File: config.mk
export PLATFORM = sky130hd
export DESIGN_NAME = dispatch_top
export DESIGN_NICKNAME = d
export VERILOG_FILES = /design/src/cpu_pkg.sv /design/src/dispatch_if.sv /design/src/decoder.sv /design/src/dispatch_top.sv /design/src/inst_queue.sv /design/src/rename_regfile.sv /design/src/rob_alloc.sv
export VERILOG_INCLUDE_DIRS = /design/src
export SDC_FILE = /design/constraint.sdc
export NUM_CORES = 2
export LEC_CHECK = 0
export BUFFER_PORTS_ARGS = -buffer_cell sky130_fd_sc_hd__buf_4
export CELL_PAD_IN_SITES_DETAIL_PLACEMENT = 1
export CELL_PAD_IN_SITES_GLOBAL_PLACEMENT = 2
export CORE_ASPECT_RATIO = 0.6
export CORE_MARGIN = 2
export CORE_UTILIZATION = 40
export DETAILED_ROUTE_END_ITERATION = 10
export GPL_ROUTABILITY_DRIVEN = 0
export HOLD_SLACK_MARGIN = 0.15
export PLACE_DENSITY = 0.75
export SETUP_SLACK_MARGIN = 0.3
export SLEW_MARGIN = 15
export SYNTH_ARGS = -nofsm -noshare
export SYNTH_HDL_FRONTEND = slang
export SYNTH_SLANG_ARGS = --single-unit
File: constraint.sdc
create_clock -name clk -period 6.46 [get_ports clk]
set_input_delay 0.969 -clock clk [delete_from_list [all_inputs] [get_ports clk]]
set_output_delay 0.969 -clock clk [all_outputs]
set_load 0.02 [all_outputs]
File: src/cpu_macros.svh
`ifndef CPU_MACROS_SVH
`define CPU_MACROS_SVH

// datapath, immediate and pc width.
`define XLEN 32

// architectural register name width.
`define NAMEW 5

// reorder buffer tags.
`define TAGW 3
`define ROBDEPTH 8

// default instruction queue depth.
`define IQDEPTH 4

`endif

File: src/cpu_pkg.sv
package cpu_pkg;

    // decoded operation sent to the reservation stations.
    typedef enum logic [5:0] {
        Nop   = 6'd0,
        Lui,
        Auipc,
        Jal,
        Jalr,
        Beq,
        Bne,
        Blt,
        Bge,
        Bltu,
        Bgeu,
        Lb,
        Lh,
        Lw,
        Lbu,
        Lhu,
        Sb,
        Sh,
        Sw,
        Addi,
        Slti,
        Sltiu,
        Xori,
        Ori,
        Andi,
        Slli,
        Srli,
        Srai,
        Add,
        Sub,
        Sll,
        Slt,
        Sltu,
        Xor,
        Srl,
        Sra,
        Or,
        And
    } opT;

    // rv32i base integer major opcodes.
    typedef enum logic [6:0] {
        opLui    = 7'b0110111,
        opAuipc  = 7'b0010111,
        opJal    = 7'b1101111,
        opJalr   = 7'b1100111,
        opBranch = 7'b1100011,
        opLoad   = 7'b0000011,
        opStore  = 7'b0100011,
        opImm    = 7'b0010011,
        opReg    = 7'b0110011
    } opcodeT;

endpackage

File: src/dispatch_if.sv
`timescale 1ns/1ps
`include "cpu_macros.svh"

interface dispatch_if
    import cpu_pkg::*;
();
    logic              en;     // instruction taken this cycle.
    opT                op;
    logic [`NAMEW-1:0] rs1;
    logic [`NAMEW-1:0] rs2;
    logic [`NAMEW-1:0] rd;
    logic [`XLEN-1:0]  imm;
    logic [`XLEN-1:0]  pc;
    logic              pd;     // predicted taken.

    modport decoder (output en, op, rs1, rs2, rd, imm, pc, pd);

    modport regfile (input en, op, rs1, rs2, rd, imm, pc, pd);

endinterface

File: src/decoder.sv
`timescale 1ns/1ps
`include "cpu_macros.svh"

module decoder
    import cpu_pkg::*;
(
    input  logic             headValid,
    input  logic [`XLEN-1:0] headInst,
    input  logic [`XLEN-1:0] headPc,
    input  logic             headPd,
    input  logic             rdy,
    input  logic             robFull,
    dispatch_if.decoder      dispatch
);
    opcodeT           opcode;
    logic [2:0]       funct3;
    logic [3:0]       funct;   // bit 30 and funct3.
    logic [`XLEN-1:0] imm;
    opT               op;

    assign opcode = opcodeT'(headInst[6:0]);
    assign funct3 = headInst[14:12];
    assign funct  = {headInst[30], headInst[14:12]};

    assign dispatch.en  = headValid && rdy && !robFull;
    assign dispatch.rs1 = headInst[19:15];
    assign dispatch.rs2 = headInst[24:20];
    assign dispatch.rd  = headInst[11:7];
    assign dispatch.pc  = headPc;
    assign dispatch.pd  = headPd;
    assign dispatch.imm = imm;
    assign dispatch.op  = op;

    // immediate by format, sign extended from bit 31.
    always_comb begin
        case (opcode)
            opLui, opAuipc: imm = {headInst[31:12], 12'b0};
            opJal: imm = {{(`XLEN-20){headInst[31]}}, headInst[19:12], headInst[20],
                          headInst[30:21], 1'b0};
            opBranch: imm = {{(`XLEN-12){headInst[31]}}, headInst[7], headInst[30:25],
                             headInst[11:8], 1'b0};
            opJalr, opLoad, opImm: imm = {{(`XLEN-11){headInst[31]}}, headInst[30:20]};
            opStore: imm = {{(`XLEN-11){headInst[31]}}, headInst[30:25], headInst[11:7]};
            default: imm = '0;
        endcase
    end

    always_comb begin
        op = Nop;   // anything unlisted.
        case (opcode)
            opLui:   op = Lui;
            opAuipc: op = Auipc;
            opJal:   op = Jal;
            opJalr:  op = Jalr;
            opBranch: begin
                case (funct3)
                    3'b000:  op = Beq;
                    3'b001:  op = Bne;
                    3'b100:  op = Blt;
                    3'b101:  op = Bge;
                    3'b110:  op = Bltu;
                    3'b111:  op = Bgeu;
                    default: op = Nop;
                endcase
            end
            opLoad: begin
                case (funct3)
                    3'b000:  op = Lb;
                    3'b001:  op = Lh;
                    3'b010:  op = Lw;
                    3'b100:  op = Lbu;
                    3'b101:  op = Lhu;
                    default: op = Nop;
                endcase
            end
            opStore: begin
                case (funct3)
                    3'b000:  op = Sb;
                    3'b001:  op = Sh;
                    3'b010:  op = Sw;
                    default: op = Nop;
                endcase
            end
            opImm: begin
                // bit 30 is immediate data except for the shifts.
                case (funct)
                    4'b0000, 4'b1000: op = Addi;
                    4'b0010, 4'b1010: op = Slti;
                    4'b0011, 4'b1011: op = Sltiu;
                    4'b0100, 4'b1100: op = Xori;
                    4'b0110, 4'b1110: op = Ori;
                    4'b0111, 4'b1111: op = Andi;
                    4'b0001:          op = Slli;
                    4'b0101:          op = Srli;
                    4'b1101:          op = Srai;
                    default:          op = Nop;
                endcase
            end
            opReg: begin
                case (funct)
                    4'b0000: op = Add;
                    4'b1000: op = Sub;
                    4'b0001: op = Sll;
                    4'b0010: op = Slt;
                    4'b0011: op = Sltu;
                    4'b0100: op = Xor;
                    4'b0101: op = Srl;
                    4'b1101: op = Sra;
                    4'b0110: op = Or;
                    4'b0111: op = And;
                    default: op = Nop;
                endcase
            end
            default: op = Nop;
        endcase
    end

endmodule

File: src/dispatch_top.sv
`timescale 1ns/1ps
`include "cpu_macros.svh"

module dispatch_top
    import cpu_pkg::*;
(
    input  logic              clk,
    input  logic              rst,
    input  logic              rdy,
    input  logic              fetchValid,
    input  logic [`XLEN-1:0]  fetchInst,
    input  logic [`XLEN-1:0]  fetchPc,
    input  logic              fetchPd,
    input  logic              commitValid,
    input  logic [`TAGW-1:0]  commitTag,
    input  logic [`NAMEW-1:0] commitRd,
    input  logic [`XLEN-1:0]  commitData,
    output logic              queueFull,
    output logic              robFull,
    output logic              issueValid,
    output opT                issueOp,
    output logic [`NAMEW-1:0] issueRd,
    output logic [`TAGW-1:0]  issueTag,
    output logic [`XLEN-1:0]  issueImm,
    output logic [`XLEN-1:0]  issuePc,
    output logic              issuePd,
    output logic              issueRs1Busy,
    output logic [`TAGW-1:0]  issueRs1Tag,
    output logic [`XLEN-1:0]  issueRs1Val,
    output logic              issueRs2Busy,
    output logic [`TAGW-1:0]  issueRs2Tag,
    output logic [`XLEN-1:0]  issueRs2Val
);
    logic             headValid;
    logic [`XLEN-1:0] headInst;
    logic [`XLEN-1:0] headPc;
    logic             headPd;
    logic [`TAGW-1:0] allocTag;

    dispatch_if dispatchBus ();

    inst_queue u_queue (
        .clk       (clk),
        .rst       (rst),
        .push      (fetchValid),
        .pushInst  (fetchInst),
        .pushPc    (fetchPc),
        .pushPd    (fetchPd),
        .pop       (dispatchBus.en),   // dispatch consumes the head.
        .headValid (headValid),
        .headInst  (headInst),
        .headPc    (headPc),
        .headPd    (headPd),
        .full      (queueFull)
    );

    decoder u_decoder (
        .headValid (headValid),
        .headInst  (headInst),
        .headPc    (headPc),
        .headPd    (headPd),
        .rdy       (rdy),
        .robFull   (robFull),
        .dispatch  (dispatchBus.decoder)
    );

    rename_regfile u_regfile (
        .clk          (clk),
        .rst          (rst),
        .dispatch     (dispatchBus.regfile),
        .allocTag     (allocTag),
        .commitValid  (commitValid),
        .commitTag    (commitTag),
        .commitRd     (commitRd),
        .commitData   (commitData),
        .issueValid   (issueValid),
        .issueOp      (issueOp),
        .issueRd      (issueRd),
        .issueTag     (issueTag),
        .issueImm     (issueImm),
        .issuePc      (issuePc),
        .issuePd      (issuePd),
        .issueRs1Busy (issueRs1Busy),
        .issueRs1Tag  (issueRs1Tag),
        .issueRs1Val  (issueRs1Val),
        .issueRs2Busy (issueRs2Busy),
        .issueRs2Tag  (issueRs2Tag),
        .issueRs2Val  (issueRs2Val)
    );

    rob_alloc u_rob (
        .clk         (clk),
        .rst         (rst),
        .alloc       (dispatchBus.en),
        .commitValid (commitValid),
        .allocTag    (allocTag),
        .full        (robFull)
    );

endmodule

File: src/inst_queue.sv
`timescale 1ns/1ps
`include "cpu_macros.svh"

module inst_queue #(
    parameter int Depth = `IQDEPTH
) (
    input  logic             clk,
    input  logic             rst,
    input  logic             push,
    input  logic [`XLEN-1:0] pushInst,
    input  logic [`XLEN-1:0] pushPc,
    input  logic             pushPd,
    input  logic             pop,
    output logic             headValid,
    output logic [`XLEN-1:0] headInst,
    output logic [`XLEN-1:0] headPc,
    output logic             headPd,
    output logic             full
);
    localparam int PtrW = (Depth > 1) ? $clog2(Depth) : 1;
    localparam int CntW = $clog2(Depth + 1);

    logic [`XLEN-1:0] instMem [Depth];
    logic [`XLEN-1:0] pcMem   [Depth];
    logic             pdMem   [Depth];
    logic [PtrW-1:0]  rdPtr;
    logic [PtrW-1:0]  wrPtr;
    logic [CntW-1:0]  count;
    logic             doPush;
    logic             doPop;

    function automatic logic [PtrW-1:0] nextPtr(input logic [PtrW-1:0] ptr);
        return (ptr == PtrW'(Depth - 1)) ? '0 : ptr + 1'b1;
    endfunction

    assign doPop  = pop && headValid;
    assign doPush = push && (!full || doPop);   // a same-cycle pop frees a slot.

    always_ff @(posedge clk) begin
        if (rst) begin
            rdPtr <= '0;
            wrPtr <= '0;
            count <= '0;
        end else begin
            if (doPush) begin
                wrPtr <= nextPtr(wrPtr);
            end
            if (doPop) begin
                rdPtr <= nextPtr(rdPtr);
            end
            if (doPush && !doPop) begin
                count <= count + 1'b1;
            end else if (doPop && !doPush) begin
                count <= count - 1'b1;
            end
        end
    end

    always_ff @(posedge clk) begin
        if (doPush) begin
            instMem[wrPtr] <= pushInst;
            pcMem[wrPtr]   <= pushPc;
            pdMem[wrPtr]   <= pushPd;
        end
    end

    assign headValid = (count != '0);
    assign headInst  = instMem[rdPtr];   // oldest entry.
    assign headPc    = pcMem[rdPtr];
    assign headPd    = pdMem[rdPtr];
    assign full      = (count == CntW'(Depth));

endmodule

File: src/rename_regfile.sv
`timescale 1ns/1ps
`include "cpu_macros.svh"

module rename_regfile
    import cpu_pkg::*;
(
    input  logic              clk,
    input  logic              rst,
    dispatch_if.regfile       dispatch,
    input  logic [`TAGW-1:0]  allocTag,
    input  logic              commitValid,
    input  logic [`TAGW-1:0]  commitTag,
    input  logic [`NAMEW-1:0] commitRd,
    input  logic [`XLEN-1:0]  commitData,
    output logic              issueValid,
    output opT                issueOp,
    output logic [`NAMEW-1:0] issueRd,
    output logic [`TAGW-1:0]  issueTag,
    output logic [`XLEN-1:0]  issueImm,
    output logic [`XLEN-1:0]  issuePc,
    output logic              issuePd,
    output logic              issueRs1Busy,
    output logic [`TAGW-1:0]  issueRs1Tag,
    output logic [`XLEN-1:0]  issueRs1Val,
    output logic              issueRs2Busy,
    output logic [`TAGW-1:0]  issueRs2Tag,
    output logic [`XLEN-1:0]  issueRs2Val
);
    localparam int NumRegs = 1 << `NAMEW;

    logic [`XLEN-1:0] regVal  [NumRegs];
    logic             regBusy [NumRegs];
    logic [`TAGW-1:0] regTag  [NumRegs];   // producer of the pending value.
    logic             rs1Busy;
    logic [`TAGW-1:0] rs1Tag;
    logic [`XLEN-1:0] rs1Val;
    logic             rs2Busy;
    logic [`TAGW-1:0] rs2Tag;
    logic [`XLEN-1:0] rs2Val;

    function automatic void readOperand(
        input  logic [`NAMEW-1:0] name,
        output logic              busy,
        output logic [`TAGW-1:0]  tag,
        output logic [`XLEN-1:0]  val
    );
        tag = regTag[name];
        if (name == '0) begin
            busy = 1'b0;
            val  = '0;
        end else if (regBusy[name] && commitValid && (commitTag == regTag[name])) begin
            busy = 1'b0;   // forwarded from the commit port.
            val  = commitData;
        end else begin
            busy = regBusy[name];
            val  = regVal[name];
        end
    endfunction

    always_comb begin
        readOperand(dispatch.rs1, rs1Busy, rs1Tag, rs1Val);
        readOperand(dispatch.rs2, rs2Busy, rs2Tag, rs2Val);
    end

    always_ff @(posedge clk) begin
        if (rst) begin
            for (int i = 0; i < NumRegs; i++) begin
                regVal[i]  <= '0;
                regBusy[i] <= 1'b0;
                regTag[i]  <= '0;
            end
            issueValid <= 1'b0;
        end else begin
            issueValid <= dispatch.en;
            if (commitValid && (commitRd != '0)) begin
                regVal[commitRd] <= commitData;
                if (regTag[commitRd] == commitTag) begin
                    regBusy[commitRd] <= 1'b0;   // stale tags leave it busy.
                end
            end
            if (dispatch.en && (dispatch.rd != '0)) begin
                regBusy[dispatch.rd] <= 1'b1;   // overrides a same-cycle commit.
                regTag[dispatch.rd]  <= allocTag;
            end
        end
    end

    always_ff @(posedge clk) begin
        if (dispatch.en) begin
            issueOp      <= dispatch.op;
            issueRd      <= dispatch.rd;
            issueTag     <= allocTag;
            issueImm     <= dispatch.imm;
            issuePc      <= dispatch.pc;
            issuePd      <= dispatch.pd;
            issueRs1Busy <= rs1Busy;
            issueRs1Tag  <= rs1Tag;
            issueRs1Val  <= rs1Val;
            issueRs2Busy <= rs2Busy;
            issueRs2Tag  <= rs2Tag;
            issueRs2Val  <= rs2Val;
        end
    end

endmodule

File: src/rob_alloc.sv
`timescale 1ns/1ps
`include "cpu_macros.svh"

module rob_alloc (
    input  logic             clk,
    input  logic             rst,
    input  logic             alloc,
    input  logic             commitValid,
    output logic [`TAGW-1:0] allocTag,
    output logic             full
);
    logic [`TAGW:0]   count;     // outstanding tags.
    logic [`TAGW-1:0] nextTag;

    // wraps modulo the entry count.
    assign nextTag = allocTag + 1'b1;

    always_ff @(posedge clk) begin
        if (rst) begin
            allocTag <= '0;
        end else if (alloc) begin
            allocTag <= nextTag;
        end
    end

    always_ff @(posedge clk) begin
        if (rst) begin
            count <= '0;
        end else begin
            case ({alloc, commitValid})
                2'b10:   count <= count + 1'b1;
                2'b01:   count <= count - 1'b1;
                default: count <= count;   // both or neither.
            endcase
        end
    end

    assign full = (count == (`TAGW+1)'(`ROBDEPTH));

endmodule

==> impl_metrics.ini <==
[yosys]
synth_seq_cells = 1580
yosysMostFrequentCell = edfxtp_1
syn_inst = 5473
synth.area.top_cells = edfxtp_1 58%, mux4_2 16%, and2_1 8.3%
async_reset_ff_frac = 0
synth_commonest_cells = 1531 x edfxtp_1, 1063 x and2_1, 564 x mux4_2
synth_warnings = 0
yosys.area.top_type = edfxtp_1
syn_area_mm2 = 0.0797
avgSynthCellArea_um2 = 14.6
synth-edff-count = 1531
ys_types = 66
ys_seq_area_frac = 0.589
synth_top_area_frac = 0.577
synthFlopType = edfxtp_1

[floorplan]
die_w_um = 580
die_y_um = 350
ios = 264
initial_core_util = 0.404
fp.coreArea_mm2 = 0.197
rows = 126
dieArea_mm2 = 0.203

[sta]
period_share = 0.800
hold_viol_final = 0
worstMarginPinSlew_ns = 1.27
max_freq_mhz = 193
period_minus_slack_ns = 5.17
setup_viol = 0
rsz0062_at_grt = false
drv_slew = 0
finClkSkew_ns = 0.102
slew-limit-headroom = 0.154
setup_tns_ns = 0

[power_and_ir_drop]
clkPwrFrac = 0.263
switching_share = 0.363
p_switching_uw = 12800
ir_drop_v = 0.000303
power_per_cell_area_mw_per_mm2 = 393
seq_power_share = 0.373
share_comb_of_total_power = 0.364
internal_power_uw = 22500
leakage_uw = 0.0306

[cts]
cts_max_level = 4
cts_hold_buf = 0
cts_tree = yes
worstSkewPairLatency_ns = 0.85
clock-root-buffer = clkbuf_16
post_cts.repair.setup_buffers = 0
clock_sinks = 1580
cts_inserted_buffers = 166
post_cts_resized = 0
cts_buffer_depth = 4
path_clk_slew_ns = 0.07

[layout]
fin_nets = 5669
multiInputGateArea_mm2 = 0.0312
seq_area_mm2 = 0.0470
fillers = 19300
layout-drive-gt1-share = 0.231
fin_cells = 8298
area_delta_synth_final_pct = 12.7

[hold_path]
hold_path.class = primary input to flop
whs_path_depth = 1
hold_start = fetchInst[17]

[global_route]
grt_pass1_vias = 52600
grt_max_degree = 134
grt_overflow_total = 0
antenna_found_initial = 20
grt_pass1_wl_um = 408000
grt_usage = 0.281

[worst_setup_path]
critical_path_class = flop to flop
cp.arrival_ns = 5.80
crit_fanout = 37
ff2ff_setup_slack_ns = 1.29
cp-endpoint = u_regfile.issueRs1Val[27]
worstRegToRegCells = 9
endpoint_kind = flop
critPathLaunchType = flop
cp.required_ns = 7.09
worst_r2r_endpoint = u_regfile.issueRs1Val[27]

[route]
first_pass_iters = 5
drc = 0
wl_per_cell_um = 34.9
viasPerCell = 6.32
initialDrtViolationCount = 6784
drtAntennaViolNets = 0
drt_wl_total_um = 289000
vias = 52500

[status]
outcome = complete, no violations

[placed_design]
port_buffers = 263
hpwl_um = 176000
dpl.cell_count = 7997

[run]
drv_cap = 0
## per-stage QoR
step	cell area, um2	hold WS [ns]	utilization	worst slack [ns]	total power, uW
after floorplan	79800	0.408	-	0.799	21200
after global placement	84800	0.415	0.430	1.63	25900
after detailed placement	84800	0.426	0.430	1.56	26100
after CTS	89800	0.271	0.455	1.48	35300
after global routing	89800	0.285	0.455	1.14	36400
final	89900	0.330	0.455	1.29	35300
## worst min path at each step
stage,endpoint,slack (ns)
after floorplan,u_regfile.issueTag[2],0.41
after detailed placement,u_regfile.issueTag[2],0.43
after global placement,u_regfile.issueTag[2],0.41
after CTS,u_queue.pcMem[2][31],0.27
after global routing,u_queue.pcMem[0][23],0.28
final,u_queue.instMem[3][17],0.33
## cell type report
cell class              instances  share of cell area
clock buffers                 206              0.0491
well taps                    2624              0.0365
diodes                         11            0.000306
flip-flops and latches       1580               0.523
clock inverters                82             0.00645
multi-input cells            3361               0.347
repair buffers                411              0.0369
inverters                      23             0.00107
## per-layer routing
metal	wire [um]	global-route usage
met5	0	0
met4	6430	0.0635
met3	27700	0.0560
met2	124000	0.409
met1	131000	0.431
## flip-flops by register name, indices dropped and copies added (netlist names), 2 cells and up, named ones only
signal                 cells
u_regfile.issueOp          6
u_regfile.regTag          96
u_rob.count                4
u_regfile.regVal        1024
u_queue.pdMem              4
u_queue.count              3
u_regfile.issueRs1Val     32
u_queue.instMem          128
u_regfile.issueRs1Tag      3
u_queue.pcMem            128
u_regfile.issueImm        32
u_queue.wrPtr              2
u_regfile.issueTag         3
u_regfile.issueRs2Tag      3
u_rob.allocTag             3
u_regfile.issuePc         32
u_regfile.issueRs2Val     32
u_regfile.regBusy         32
u_regfile.issueRd          5
u_queue.rdPtr              2
## cells in the final DEF, fill, tap and decap left out, types with 51 or more instances in the layout
master,instances
a211oi_1,72
a311oi_1,72
a31oi_1,64
and2_1,1059
buf_4,393
clkbuf_16,170
edfxtp_1,1531
mux2i_1,334
mux4_2,556
nand2_1,403
nor2_1,83
nor3_1,102
o211ai_1,51
o21ai_0,119
## cell families (layout without fill, tap and decap cells)
| family | after synthesis | in the layout | share of synthesized area |
|---|---|---|---|
| AND/OR/NAND/NOR | 1806 | 1806 | 0.124 |
| flip-flops | 1580 | 1580 | 0.589 |
| multiplexers | 918 | 918 | 0.204 |
| AO/OA/AOI/OAI | 571 | 571 | 0.0489 |
| buffers and inverters | 566 | 722 | 0.0291 |
| adder cells (fa/ha/maj) | 16 | 16 | 0.00270 |
| XOR/XNOR | 15 | 15 | 0.00165 |
| other | 1 | 46 | 0.0000470 |
## power groups by stage
stage | logic, uW | registers, uW | clock network (uW)
final | 12800 | 13200 | 9280
after global routing | 13400 | 13200 | 9790
after CTS | 12800 | 13100 | 9420
after detailed placement | 12700 | 13300 | 0
after global placement | 12600 | 13300 | 0
after floorplan | 7700 | 13500 | 0
## worst max-delay path: stages, from the launching register on
cell       delay [ns]
dfxtp_2          0.86
mux4_4           0.97
buf_4            0.41
o311ai_0         0.21
a211oi_1         0.90
nor4_1           0.21
xor2_1           0.23
a2111oi_4        0.34
buf_12           0.42
mux2i_1          0.30
Note: power is estimated with default switching activity, not from simulation.
